==> config.mk <==
export PLATFORM = sky130hd
export DESIGN_NAME = mspi_top
export DESIGN_NICKNAME = d
export VERILOG_FILES = /design/src/design/mspi_pkg.sv /design/src/design/mspi_reg_if.sv /design/src/design/mspi_avmm_intf.sv /design/src/design/mspi_csr.sv /design/src/design/mspi_sclk_timer.sv /design/src/design/mspi_shifter.sv /design/src/design/mspi_top.sv
export SDC_FILE = /design/constraint.sdc
export NUM_CORES = 1
export LEC_CHECK = 0
export BUFFER_PORTS_ARGS = -buffer_cell sky130_fd_sc_hd__buf_2
export CAP_MARGIN = 20
export CORE_MARGIN = 4
export CORE_UTILIZATION = 41
export CTS_CLUSTER_DIAMETER = 60
export DETAILED_ROUTE_END_ITERATION = 16
export PLACE_DENSITY = 0.62
export SYNTH_ARGS = -nofsm -noshare
export SYNTH_HDL_FRONTEND = slang
export SYNTH_SLANG_ARGS = --single-unit
==> constraint.sdc <==
create_clock -name avmm_clk -period 2.7 [get_ports avmm_clk]
set_input_delay 0.27 -clock avmm_clk [delete_from_list [all_inputs] [get_ports avmm_clk]]
set_output_delay 0.27 -clock avmm_clk [all_outputs]
set_load 0.01 [all_outputs]
==> src/design/mspi_pkg.sv <==
package mspi_pkg;

   // -------------------------------------------------------------------------
   // Address map
   // -------------------------------------------------------------------------

   // Avalon-MM word address and register index widths
   localparam int AVMM_ADDR_WIDTH = 8;
   localparam int CSR_ADDR_WIDTH  = 3;

   // Register indices, 5 to 7 unmapped
   localparam logic [CSR_ADDR_WIDTH-1:0] CSR_CTRL   = 3'd0;
   localparam logic [CSR_ADDR_WIDTH-1:0] CSR_DIV    = 3'd1;
   localparam logic [CSR_ADDR_WIDTH-1:0] CSR_TXDATA = 3'd2;
   localparam logic [CSR_ADDR_WIDTH-1:0] CSR_RXDATA = 3'd3;
   localparam logic [CSR_ADDR_WIDTH-1:0] CSR_STATUS = 3'd4;

   // Bus front end FSM encoding
   localparam logic [1:0] SM_IDLE  = 2'd0;
   localparam logic [1:0] SM_WRITE = 2'd1;
   localparam logic [1:0] SM_READ  = 2'd2;
   localparam logic [1:0] SM_CPL   = 2'd3;

   // Index of the last of 16 SCLK half periods
   localparam logic [3:0] LAST_HALF = 4'd15;

   typedef logic [31:0] mspi_word_t;
   typedef logic [7:0]  mspi_byte_t;

   // CTRL layout, start is write-only
   typedef struct packed {
      logic [29:0] reserved;
      logic        lsb_first;
      logic        start;
   } mspi_ctrl_t;

   // One register word, raw or as CTRL fields
   typedef union packed {
      mspi_word_t raw;
      mspi_ctrl_t ctrl;
   } mspi_csr_word_u;

   localparam mspi_word_t DIV_RESET = 32'd3;

endpackage

==> src/design/mspi_reg_if.sv <==
interface mspi_reg_if import mspi_pkg::*; ();

   // Request side, strobes last one cycle
   logic [CSR_ADDR_WIDTH-1:0] address;
   logic                      read;
   logic                      write;
   mspi_word_t                wdata;
   logic [3:0]                byte_en;

   // Completion side, one cycle after the read strobe
   mspi_word_t                rdata;
   logic                      rdatavalid;

   modport front (
      output address, read, write, wdata, byte_en,
      input  rdata, rdatavalid
   );

   modport csr (
      input  address, read, write, wdata, byte_en,
      output rdata, rdatavalid
   );

endinterface

==> src/design/mspi_avmm_intf.sv <==
module mspi_avmm_intf import mspi_pkg::*; (
   input  logic                       avmm_clk,
   input  logic                       avmm_rst_n,
   input  logic                       i_avmm_write,
   input  logic                       i_avmm_read,
   input  logic [AVMM_ADDR_WIDTH-1:0] i_avmm_addr,
   input  mspi_word_t                 i_avmm_wdata,
   input  logic [3:0]                 i_avmm_byte_en,
   output mspi_word_t                 o_avmm_rdata,
   output logic                       o_avmm_rdatavalid,
   output logic                       o_avmm_waitrequest,
   mspi_reg_if.front                  reg_bus
);

   logic [1:0] sm_state;
   logic       accept;
   logic       addr_out_of_range;
   logic       addr_out_of_range_r;

   // Accept cycle is the only one with waitrequest low
   assign accept             = (sm_state == SM_WRITE) || (sm_state == SM_READ);
   assign o_avmm_waitrequest = ~accept;
   assign o_avmm_rdatavalid  = (sm_state == SM_CPL);

   // Any bit above the register index means a miss
   assign addr_out_of_range = |i_avmm_addr[AVMM_ADDR_WIDTH-1:CSR_ADDR_WIDTH];

   always_ff @(posedge avmm_clk or negedge avmm_rst_n) begin
      if (!avmm_rst_n) begin
         sm_state            <= SM_IDLE;
         addr_out_of_range_r <= 1'b0;
      end else begin
         // Keep range flag for the completion cycle
         if (accept) begin
            addr_out_of_range_r <= addr_out_of_range;
         end
         case (sm_state)
            SM_IDLE: begin
               // Write wins if both are held
               if (i_avmm_write) begin
                  sm_state <= SM_WRITE;
               end else if (i_avmm_read) begin
                  sm_state <= SM_READ;
               end
            end
            SM_WRITE: sm_state <= SM_IDLE;
            SM_READ:  sm_state <= SM_CPL;
            SM_CPL:   sm_state <= SM_IDLE;
            default:  sm_state <= SM_IDLE;
         endcase
      end
   end

   // Register bus strobes, accept cycle only
   assign reg_bus.write   = (sm_state == SM_WRITE) && !addr_out_of_range;
   assign reg_bus.read    = (sm_state == SM_READ);
   assign reg_bus.address = i_avmm_addr[CSR_ADDR_WIDTH-1:0];
   assign reg_bus.wdata   = i_avmm_wdata;
   assign reg_bus.byte_en = i_avmm_byte_en;

   // Out of range reads complete with zero
   assign o_avmm_rdata = (reg_bus.rdatavalid && !addr_out_of_range_r) ? reg_bus.rdata : '0;

   a_rdv_not_in_accept: assert property (
      @(posedge avmm_clk) disable iff (!avmm_rst_n)
      !(o_avmm_rdatavalid && !o_avmm_waitrequest)
   );

   // Register block must answer in the completion cycle
   a_cpl_has_data: assert property (
      @(posedge avmm_clk) disable iff (!avmm_rst_n)
      (sm_state == SM_CPL) |-> reg_bus.rdatavalid
   );

endmodule

==> src/design/mspi_csr.sv <==
module mspi_csr import mspi_pkg::*; (
   input  logic       avmm_clk,
   input  logic       avmm_rst_n,
   mspi_reg_if.csr    reg_bus,
   output logic       o_start,
   output mspi_byte_t o_div,
   output logic       o_lsb_first,
   output mspi_byte_t o_tx,
   input  logic       i_busy,
   input  logic       i_done,
   input  mspi_byte_t i_rx
);

   mspi_csr_word_u wr_word;
   mspi_csr_word_u ctrl_rd;
   mspi_word_t     div_q;
   mspi_word_t     tx_q;
   mspi_word_t     rd_word;
   mspi_byte_t     rx_q;
   logic           lsb_first_q;
   logic           done_q;
   logic           wr_ctrl;
   logic           wr_div;
   logic           wr_tx;

   // Byte lanes with be set take the new value
   function automatic mspi_word_t merge_bytes(input mspi_word_t cur, input mspi_word_t nxt,
                                              input logic [3:0] be);
      mspi_word_t res;
      res = cur;
      for (int i = 0; i < 4; i++) begin
         if (be[i]) begin
            res[8*i +: 8] = nxt[8*i +: 8];
         end
      end
      return res;
   endfunction

   // ------------------------------------------------------------------------
   // Write decode
   // ------------------------------------------------------------------------

   assign wr_word.raw = reg_bus.wdata;
   assign wr_ctrl     = reg_bus.write && (reg_bus.address == CSR_CTRL);
   assign wr_div      = reg_bus.write && (reg_bus.address == CSR_DIV);
   assign wr_tx       = reg_bus.write && (reg_bus.address == CSR_TXDATA);

   // Start while busy is dropped
   assign o_start = wr_ctrl && wr_word.ctrl.start && !i_busy;

   always_ff @(posedge avmm_clk or negedge avmm_rst_n) begin
      if (!avmm_rst_n) begin
         div_q       <= DIV_RESET;
         tx_q        <= '0;
         lsb_first_q <= 1'b0;
         rx_q        <= '0;
         done_q      <= 1'b0;
      end else begin
         if (wr_div) begin
            div_q <= merge_bytes(div_q, reg_bus.wdata, reg_bus.byte_en);
         end
         if (wr_tx) begin
            tx_q <= merge_bytes(tx_q, reg_bus.wdata, reg_bus.byte_en);
         end
         if (wr_ctrl) begin
            lsb_first_q <= wr_word.ctrl.lsb_first;
         end
         if (i_done) begin
            rx_q <= i_rx;
         end
         // Sticky done cleared by the next start
         if (o_start) begin
            done_q <= 1'b0;
         end else if (i_done) begin
            done_q <= 1'b1;
         end
      end
   end

   // ------------------------------------------------------------------------
   // Read path
   // ------------------------------------------------------------------------

   // CTRL readback with start reading 0
   always_comb begin
      ctrl_rd.raw            = '0;
      ctrl_rd.ctrl.lsb_first = lsb_first_q;
   end

   always_comb begin
      case (reg_bus.address)
         CSR_CTRL:   rd_word = ctrl_rd.raw;
         CSR_DIV:    rd_word = div_q;
         CSR_TXDATA: rd_word = tx_q;
         CSR_RXDATA: rd_word = {24'h0, rx_q};
         CSR_STATUS: rd_word = {30'h0, done_q, i_busy};
         default:    rd_word = '0;
      endcase
   end

   always_ff @(posedge avmm_clk) begin
      if (reg_bus.read) begin
         reg_bus.rdata <= rd_word;
      end
   end

   always_ff @(posedge avmm_clk or negedge avmm_rst_n) begin
      if (!avmm_rst_n) begin
         reg_bus.rdatavalid <= 1'b0;
      end else begin
         reg_bus.rdatavalid <= reg_bus.read;
      end
   end

   assign o_div       = div_q[7:0];
   assign o_tx        = tx_q[7:0];
   // Bit order from the same CTRL write reaches the shifter with its start
   assign o_lsb_first = wr_ctrl ? wr_word.ctrl.lsb_first : lsb_first_q;

   a_no_start_when_busy: assert property (
      @(posedge avmm_clk) disable iff (!avmm_rst_n)
      !(o_start && i_busy)
   );

endmodule

==> src/design/mspi_sclk_timer.sv <==
module mspi_sclk_timer import mspi_pkg::*; (
   input  logic       avmm_clk,
   input  logic       avmm_rst_n,
   input  logic       i_start,
   input  mspi_byte_t i_div,
   output logic       o_busy,
   output logic       o_rise,
   output logic       o_fall,
   output logic       o_done
);

   mspi_byte_t div_q;
   mspi_byte_t cnt_q;
   logic [3:0] half_q;
   logic       tick;

   // End of a half period, DIV+1 cycles each
   assign tick   = o_busy && (cnt_q == div_q);
   // Even half index ends low phase, odd ends high phase
   assign o_rise = tick && !half_q[0];
   assign o_fall = tick && half_q[0];
   assign o_done = o_fall && (half_q == LAST_HALF);

   always_ff @(posedge avmm_clk or negedge avmm_rst_n) begin
      if (!avmm_rst_n) begin
         o_busy <= 1'b0;
         div_q  <= '0;
         cnt_q  <= '0;
         half_q <= '0;
      end else if (!o_busy) begin
         // Divider held for the whole frame
         if (i_start) begin
            o_busy <= 1'b1;
            div_q  <= i_div;
            cnt_q  <= '0;
            half_q <= '0;
         end
      end else if (tick) begin
         cnt_q  <= '0;
         half_q <= half_q + 4'd1;
         if (o_done) begin
            o_busy <= 1'b0;
         end
      end else begin
         cnt_q <= cnt_q + 8'd1;
      end
   end

   a_rise_fall_exclusive: assert property (
      @(posedge avmm_clk) disable iff (!avmm_rst_n)
      !(o_rise && o_fall)
   );

endmodule

==> src/design/mspi_shifter.sv <==
module mspi_shifter import mspi_pkg::*; (
   input  logic       avmm_clk,
   input  logic       avmm_rst_n,
   input  logic       i_start,
   input  mspi_byte_t i_tx,
   input  logic       i_lsb_first,
   input  logic       i_busy,
   input  logic       i_rise,
   input  logic       i_fall,
   output mspi_byte_t o_rx,
   output logic       o_spi_sclk,
   output logic       o_spi_cs_n,
   output logic       o_spi_mosi,
   input  logic       i_spi_miso
);

   mspi_byte_t sh_q;
   mspi_byte_t sh_next;
   logic       load;
   logic       lsb_q;
   logic       miso_q;
   logic       sclk_q;

   // Start is only honoured from idle
   assign load = i_start && !i_busy;

   // Out one end, sampled bit in the other
   assign sh_next = lsb_q ? {miso_q, sh_q[7:1]} : {sh_q[6:0], miso_q};

   always_ff @(posedge avmm_clk or negedge avmm_rst_n) begin
      if (!avmm_rst_n) begin
         lsb_q  <= 1'b0;
         sclk_q <= 1'b0;
      end else begin
         // Bit order fixed for the frame
         if (load) begin
            lsb_q <= i_lsb_first;
         end
         if (i_rise) begin
            sclk_q <= 1'b1;
         end else if (i_fall) begin
            sclk_q <= 1'b0;
         end
      end
   end

   always_ff @(posedge avmm_clk) begin
      if (load) begin
         sh_q <= i_tx;
      end else if (i_fall) begin
         sh_q <= sh_next;
      end
      // Mode 0 sample point
      if (i_rise) begin
         miso_q <= i_spi_miso;
      end
   end

   // Full byte only on the final fall, where done is raised
   assign o_rx = sh_next;

   assign o_spi_sclk = sclk_q;
   assign o_spi_cs_n = ~i_busy;
   // MOSI low while idle
   assign o_spi_mosi = i_busy && (lsb_q ? sh_q[0] : sh_q[7]);

endmodule

==> src/design/mspi_top.sv <==
module mspi_top import mspi_pkg::*; (
   input  logic                       avmm_clk,
   input  logic                       avmm_rst_n,
   input  logic                       i_avmm_write,
   input  logic                       i_avmm_read,
   input  logic [AVMM_ADDR_WIDTH-1:0] i_avmm_addr,
   input  mspi_word_t                 i_avmm_wdata,
   input  logic [3:0]                 i_avmm_byte_en,
   output mspi_word_t                 o_avmm_rdata,
   output logic                       o_avmm_rdatavalid,
   output logic                       o_avmm_waitrequest,
   output logic                       o_spi_sclk,
   output logic                       o_spi_cs_n,
   output logic                       o_spi_mosi,
   input  logic                       i_spi_miso
);

   // Register block to timer and shifter
   logic       start;
   logic       lsb_first;
   mspi_byte_t div;
   mspi_byte_t tx;
   mspi_byte_t rx;

   // Timer outputs
   logic       busy;
   logic       done;
   logic       rise;
   logic       fall;

   mspi_reg_if u_reg_bus ();

   // ------------------------------------------------------------------------
   // Bus side
   // ------------------------------------------------------------------------

   mspi_avmm_intf u_avmm_intf (
      .avmm_clk           (avmm_clk),
      .avmm_rst_n         (avmm_rst_n),
      .i_avmm_write       (i_avmm_write),
      .i_avmm_read        (i_avmm_read),
      .i_avmm_addr        (i_avmm_addr),
      .i_avmm_wdata       (i_avmm_wdata),
      .i_avmm_byte_en     (i_avmm_byte_en),
      .o_avmm_rdata       (o_avmm_rdata),
      .o_avmm_rdatavalid  (o_avmm_rdatavalid),
      .o_avmm_waitrequest (o_avmm_waitrequest),
      .reg_bus            (u_reg_bus.front)
   );

   mspi_csr u_csr (
      .avmm_clk    (avmm_clk),
      .avmm_rst_n  (avmm_rst_n),
      .reg_bus     (u_reg_bus.csr),
      .o_start     (start),
      .o_div       (div),
      .o_lsb_first (lsb_first),
      .o_tx        (tx),
      .i_busy      (busy),
      .i_done      (done),
      .i_rx        (rx)
   );

   // ------------------------------------------------------------------------
   // SPI side
   // ------------------------------------------------------------------------

   mspi_sclk_timer u_sclk_timer (
      .avmm_clk   (avmm_clk),
      .avmm_rst_n (avmm_rst_n),
      .i_start    (start),
      .i_div      (div),
      .o_busy     (busy),
      .o_rise     (rise),
      .o_fall     (fall),
      .o_done     (done)
   );

   mspi_shifter u_shifter (
      .avmm_clk    (avmm_clk),
      .avmm_rst_n  (avmm_rst_n),
      .i_start     (start),
      .i_tx        (tx),
      .i_lsb_first (lsb_first),
      .i_busy      (busy),
      .i_rise      (rise),
      .i_fall      (fall),
      .o_rx        (rx),
      .o_spi_sclk  (o_spi_sclk),
      .o_spi_cs_n  (o_spi_cs_n),
      .o_spi_mosi  (o_spi_mosi),
      .i_spi_miso  (i_spi_miso)
   );

endmodule

# --- Word-level counts from Yosys, hierarchy flattened ---
# Cells that the tools add are included.
totals:
  ff_bits: 142
  in_bits: 49
  output_inout_bits: 37
  wordCells: 98
classes:
  n_addsub: 2
  eq_ne: 11
  n_mux: 24
  bitwise: 2
  reduce_logical: 36
ops:
  columns: ["cell", "count"]
  rows:
  - ["$pmux W32 S5", 1]
  - ["$mux W8", 6]
  - ["$mux W32", 1]
  - ["$reduce_and A2 Y1", 10]
  - ["$logic_and A1 B1 Y1", 13]
  - ["$mux W4", 3]
  - ["$mux W1", 10]
  - ["$add A8 B1 Y8 const B", 1]
  - ["$eq A8 B8 Y1", 1]
  - ["$reduce_bool A2 Y1", 4]
  - ["$eq A3 B2 Y1 const B", 2]
  - ["$pmux W2 S3", 1]
  - ["$reduce_or A5 Y1", 1]
  - ["$add A4 B1 Y4 const B", 1]
  - ["$eq A2 B2 Y1 const B", 2]
  - ["$eq A4 B4 Y1 const B", 1]
  - ["$logic_not A1 Y1", 4]
  - ["$mux W2", 2]
  - ["$eq A3 B1 Y1 const B", 1]
  - ["$eq A3 B3 Y1 const B", 1]
  - ["$logic_not A3 Y1", 1]
  - ["$ne A3 B3 Y1 const B", 1]
  - ["$eq A2 B1 Y1 const B", 1]
  - ["$logic_not A2 Y1", 1]
  - ["4 further kinds", 5]

# --- Logic depth before layout (Yosys ltp) ---
logic_depth:
  ltp_word: 8
  mapped_depth: 7
  mapped_depth_nobuf: 6

# --- Cells and area by module ---
# Synthesis repeated with hierarchy kept, for this count alone.
unflattened:
  hier_cells: 538
  area_unflattened_um2: 7305.8
by_module_without_submodules:
  columns: ["mod", "instances", "cells_per_inst", "area_each_um2", "seq_area_each_um2"]
  rows:
  - ["mspi_csr", 1, 287, 4732.0, 2840.2]
  - ["mspi_sclk_timer", 1, 114, 1149.9, 525.5]
  - ["mspi_avmm_intf", 1, 100, 794.5, 75.1]
  - ["mspi_shifter", 1, 37, 629.4, 320.3]

# --- Worst setup path after synthesis ---
# No wires, ideal clock.
synth_timing:
  kind: "register to register"
  startpoint: "register u_sclk_timer.cnt_q[2]"
  endpoint: "register u_shifter.sh_q[0], enable pin"
  setup_ns: 0.376
  arrival_ns: 1.661
  t_required_ns: 2.324
  setup_slack_ns: 0.662
  stages_incl_launch_ff: 6
  path_buffers: 1
  period_less_slack_ns: 2.038
  cell_sequence: "dfrtp_1 xnor2_1 nand4_1 or3_1 clkbuf_1 o22ai_1"
synth_between:
  elab_chain_cells: 4
synth_rtl:
  columns: ["element", "line_no", "source"]
  rows:
  - ["from (decl)", "mspi_sclk_timer.sv:13", "mspi_byte_t cnt_q;"]
  - ["from (signal assigned)", "mspi_sclk_timer.sv:45", "cnt_q <= cnt_q + 8'd1;"]
  - ["$eq A8 B8 Y1", "mspi_sclk_timer.sv:18", "assign tick = o_busy && (cnt_q == div_q);"]
  - ["$logic_and A1 B1 Y1", "mspi_sclk_timer.sv:18", null]
  - ["$logic_and A1 B1 Y1", "mspi_sclk_timer.sv:21", "assign o_fall = tick && half_q[0];"]
  - ["$reduce_bool A2 Y1 (no source line)", null, null]
  - ["to (signal assigned)", "mspi_shifter.sv:49", "sh_q <= i_tx;"]
  - ["to (signal assigned)", "mspi_shifter.sv:51", "sh_q <= sh_next;"]
  - ["to (decl)", "mspi_shifter.sv:17", "mspi_byte_t sh_q;"]
# Every way passes these cells.
# A chain may end at the register's enable or synchronous reset.

# --- Final worst setup path ---
layout_timing:
  startpoint: "register u_sclk_timer.cnt_q[2]"
  endpoint: "register u_shifter.sh_q[1], enable pin"
# Same word-level chain as after synthesis.

==> run_results.csv <==
group,metric,value,unit
logic_synthesis,async_flop_share,71.1,%
pwr,ir_drop,0.534,mV
setup_path,cp-end-kind,"flop",
pwr,power.density,712,mW/mm^2
setup_path,crit_path_max_fanout,11,
floorplanning,fp.coreArea,0.0153,sq mm
setup_path,r2r_cells,5,
setup_path,path_cells,"xnor2_1 > nand4_1 > or3_1 > o22ai_1 > buf_4",
global_route,grt_pass1_wl,23.0,mm
sta,slew_viol_final,0,
clock_network,postCtsHoldBufs,1,
sta,final.min_clock_period,2310,ps
setup_path,cp.arrival,2420,ps
sta,final_hold_viol_count,0,
setup_path,timing.rr.end,"u_shifter.sh_q[1]$_DFFE_PP_",
logic_synthesis,synthDistinctLibCells,46,
logic_synthesis,synth-edff-count,41,
sta,tns,0,ps
clock_network,postCtsSetupBuffers,0,
global_route,track_usage,16.7,%
detailed_routing,wl_per_cell,17.8,microns
sta,max_freq,432,MHz
floorplanning,pin_count,86,
floorplanning,rows,45,
clock_network,clock_sinks,142,
sta,slew_headroom,60.1,%
placed_design,numPortBuffers,85,
logic_synthesis,ys.flop_type,"dfrtp_1",
min_path,min_from,"i_spi_miso",
detailed_routing,wl,14.1,mm
sta,setup_viol,0,
setup_path,crit_path_end,"u_shifter.sh_q[1]$_DFFE_PP_",
placed_design,gp_congestion,0.821,
setup_path,reg2reg_from,"u_sclk_timer.cnt_q[2]$_DFFE_PN0P_",
sta,fin_skew,12.7,ps
detailed_routing,drt-initial-drc-count,273,
setup_path,worstSetupPathType,"flop to flop",
detailed_routing,vias_per_cell,5.19,
logic_synthesis,syn_area,0.00640,sq mm
clock_network,clk_pin_slew,50,ps
detailed_routing,ant_nets,0,
logic_synthesis,synth-seq-area-share,58.8,%
final_layout,nNetsFinal,624,
sta,max_slew.worst_pin.slew,599,ps
pwr,power_leakage,3.57,nW
logic_synthesis,synth_seq_cells,142,
clock_network,cts_htree_levels,4,
outcome,status,"complete, no violations",
global_route,grt_pass1_vias,4407,
global_route,grt_start_max_net_pins,44,
floorplanning,die_area,0.0177,sq mm
run,cap_viol_max_count,0,
detailed_routing,drt_pass1_iterations,4,
clock_network,cts_resized,0,
logic_synthesis,synth_warnings,0,
setup_path,crit_required,2810,ps
logic_synthesis,syn_nets,526,
detailed_routing,drc,0,
clock_network,cts_buffers,17,
setup_path,critPathLaunch,"u_sclk_timer.cnt_q[2]$_DFFE_PN0P_",
sta,fin_crit_sh,85.7,%
setup_path,slowest_stage,"or3_1",
setup_path,slowest_delay,550,ps
clock_network,root_buffer,"clkbuf_16",
clock_network,clockBufferDepth,2,
logic_synthesis,syn_avg_cell_area,13.6,sq um
global_route,overflow,0,
global_route,antenna_found_initial,0,
detailed_routing,vias,4117,
min_path,hp-class,"primary input to flop",
final_layout,final_util,50.1,%
clock_network,tritoncts,"yes",
floorplanning,die-width,133,microns
final_layout,drive_gt1_share,42.3,%
floorplanning,start_util,41.9,%
sta,grt_setup_unrepaired,"false",
logic_synthesis,synthCells,470,
placed_design,hpwl,9.76,mm
floorplanning,fp.dieH,133,microns
setup_path,startpoint_type,"flop",
clock_network,worstSkewPairLatency,410,ps
setup_path,r2r_slack,390,ps
final_layout,syn_to_final_growth,19.6,%
-- logic make-up after synthesis --
group / after synthesis / synth area share (%)
mux: 111 / 19.4
xor+xnor: 9 / 1.23
simple gates: 106 / 9.70
flops: 142 / 58.8
fa+ha+maj: 7 / 1.37
buf+inv: 31 / 2.03
compound gates: 64 / 7.43
-- critical path: cells and delay by family (launching register included) --
kind	cells	cell delay (ps)
simple gates	2	1000
compound gates	1	170
buf+inv	1	210
flops	1	440
xor+xnor	1	200
-- area by class of cell --
class	count	area [sq um]
inverters	10	37.5
multi-input cells	297	2520
repair buffers	100	543
clock buffers	21	450
fillers	1331	7610
flip-flops and latches	142	3760
clock inverters	11	70.1
well taps	211	264
diodes	1	2.50
-- metrics by stage --
step	hold slack [ps]	total power, mW	area, sq um	worst slack (ps)	instances
global placement	310	3.40	7120	510	759
CTS	44.7	5.52	7650	381	792
finish	69.0	5.45	7650	386	793
detailed placement	319	3.45	7120	410	759
global route	45.4	5.75	7650	190	792
floorplan	-25.6	3.14	6400	662	470
-- cell usage in the layout (no fill, tap or decap), types with 3 or more instances in the layout --
master      instances
dfrtp_1            99
mux2_2             98
buf_2              84
edfxtp_1           41
and2_1             32
a22o_1             24
nor2_1             17
nand2_1            17
clkbuf_16          17
buf_4              15
o21ai_0            14
inv_1              10
xnor2_1             9
nand2_2             8
o211ai_1            8
mux2_1              7
a22oi_1             6
mux2i_1             6
ha_1                6
clkinv_2            6
nand3_1             5
nor3_1              4
nand4_1             3
nand2b_1            3
clkbuf_1            3
clkinvlp_4          3
-- how the worst min path moves through the flow --
stage | slack [ps] | end | cells after the start
floorplan | -30 | u_avmm_intf.addr_out_of_range_r$_DFFE_PN0N_ | 0
global placement | 310 | u_sclk_timer.div_q[2]$_DFFE_PN0P_ | 1
detailed placement | 320 | u_sclk_timer.div_q[2]$_DFFE_PN0P_ | 1
CTS | 40 | u_shifter.miso_q$_DFFE_PP_ | 1
global route | 50 | u_shifter.miso_q$_DFFE_PP_ | 1
finish | 70 | u_shifter.miso_q$_DFFE_PP_ | 1
-- synthesized netlist by cell type, drive strengths merged, types with 2 or more instances --
| cell type | n | share of area (%) |
|---|---|---|
| ha | 7 | 1.4 |
| edfxtp | 41 | 19 |
| nor4 | 3 | 0.63 |
| dfrtp | 99 | 39 |
| nand2 | 25 | 1.8 |
| mux2i | 6 | 0.94 |
| nand2b | 3 | 0.29 |
| or3 | 2 | 0.20 |
| nand4 | 3 | 0.29 |
| dfstp | 2 | 0.82 |
| nor3b | 2 | 0.39 |
| buf | 7 | 0.63 |
| nor3 | 4 | 0.31 |
| and3 | 2 | 0.20 |
| nor2 | 18 | 1.2 |
| o211ai | 8 | 0.94 |
| clkbuf | 14 | 0.82 |
| xnor2 | 9 | 1.2 |
| inv | 10 | 0.59 |
| nor2b | 3 | 0.29 |
| or4 | 2 | 0.23 |
| nand3 | 6 | 0.55 |
| o21ai | 15 | 1.2 |
| mux2 | 105 | 18 |
| a22oi | 6 | 0.70 |
| and2 | 32 | 3.1 |
| a22o | 24 | 3.3 |
| a31oi | 2 | 0.20 |
-- routing by layer --
layer  global-route usage (%)  routed length, microns
met3                     5.67                     727
met2                     27.0                    7020
met1                     21.2                    6220
met4                     5.48                     161
met5                        0                       0
-- power by group --
| part | switching (mW) | total (mW) | internal (mW) |
|---|---|---|---|
| Combinational | 0.442 | 0.732 | 0.290 |
| Sequential | 0.171 | 2.67 | 2.50 |
| Clock | 0.858 | 2.05 | 1.19 |
-- flip-flops by register name (all words and copies together), names as in the netlist --
name	cells
u_csr.div_q	32
u_csr.reg_bus.rdata	32
u_csr.tx_q	32
u_csr.rx_q	8
u_sclk_timer.cnt_q	8
u_sclk_timer.div_q	8
u_shifter.sh_q	8
u_sclk_timer.half_q	4
u_avmm_intf.sm_state	2
u_avmm_intf.addr_out_of_range_r	1
u_csr.done_q	1
u_csr.lsb_first_q	1
u_csr.reg_bus.rdatavalid	1
u_sclk_timer.o_busy	1
u_shifter.lsb_q	1
u_shifter.miso_q	1
u_shifter.o_spi_sclk	1
Note: power is estimated with default switching activity, not from simulation.
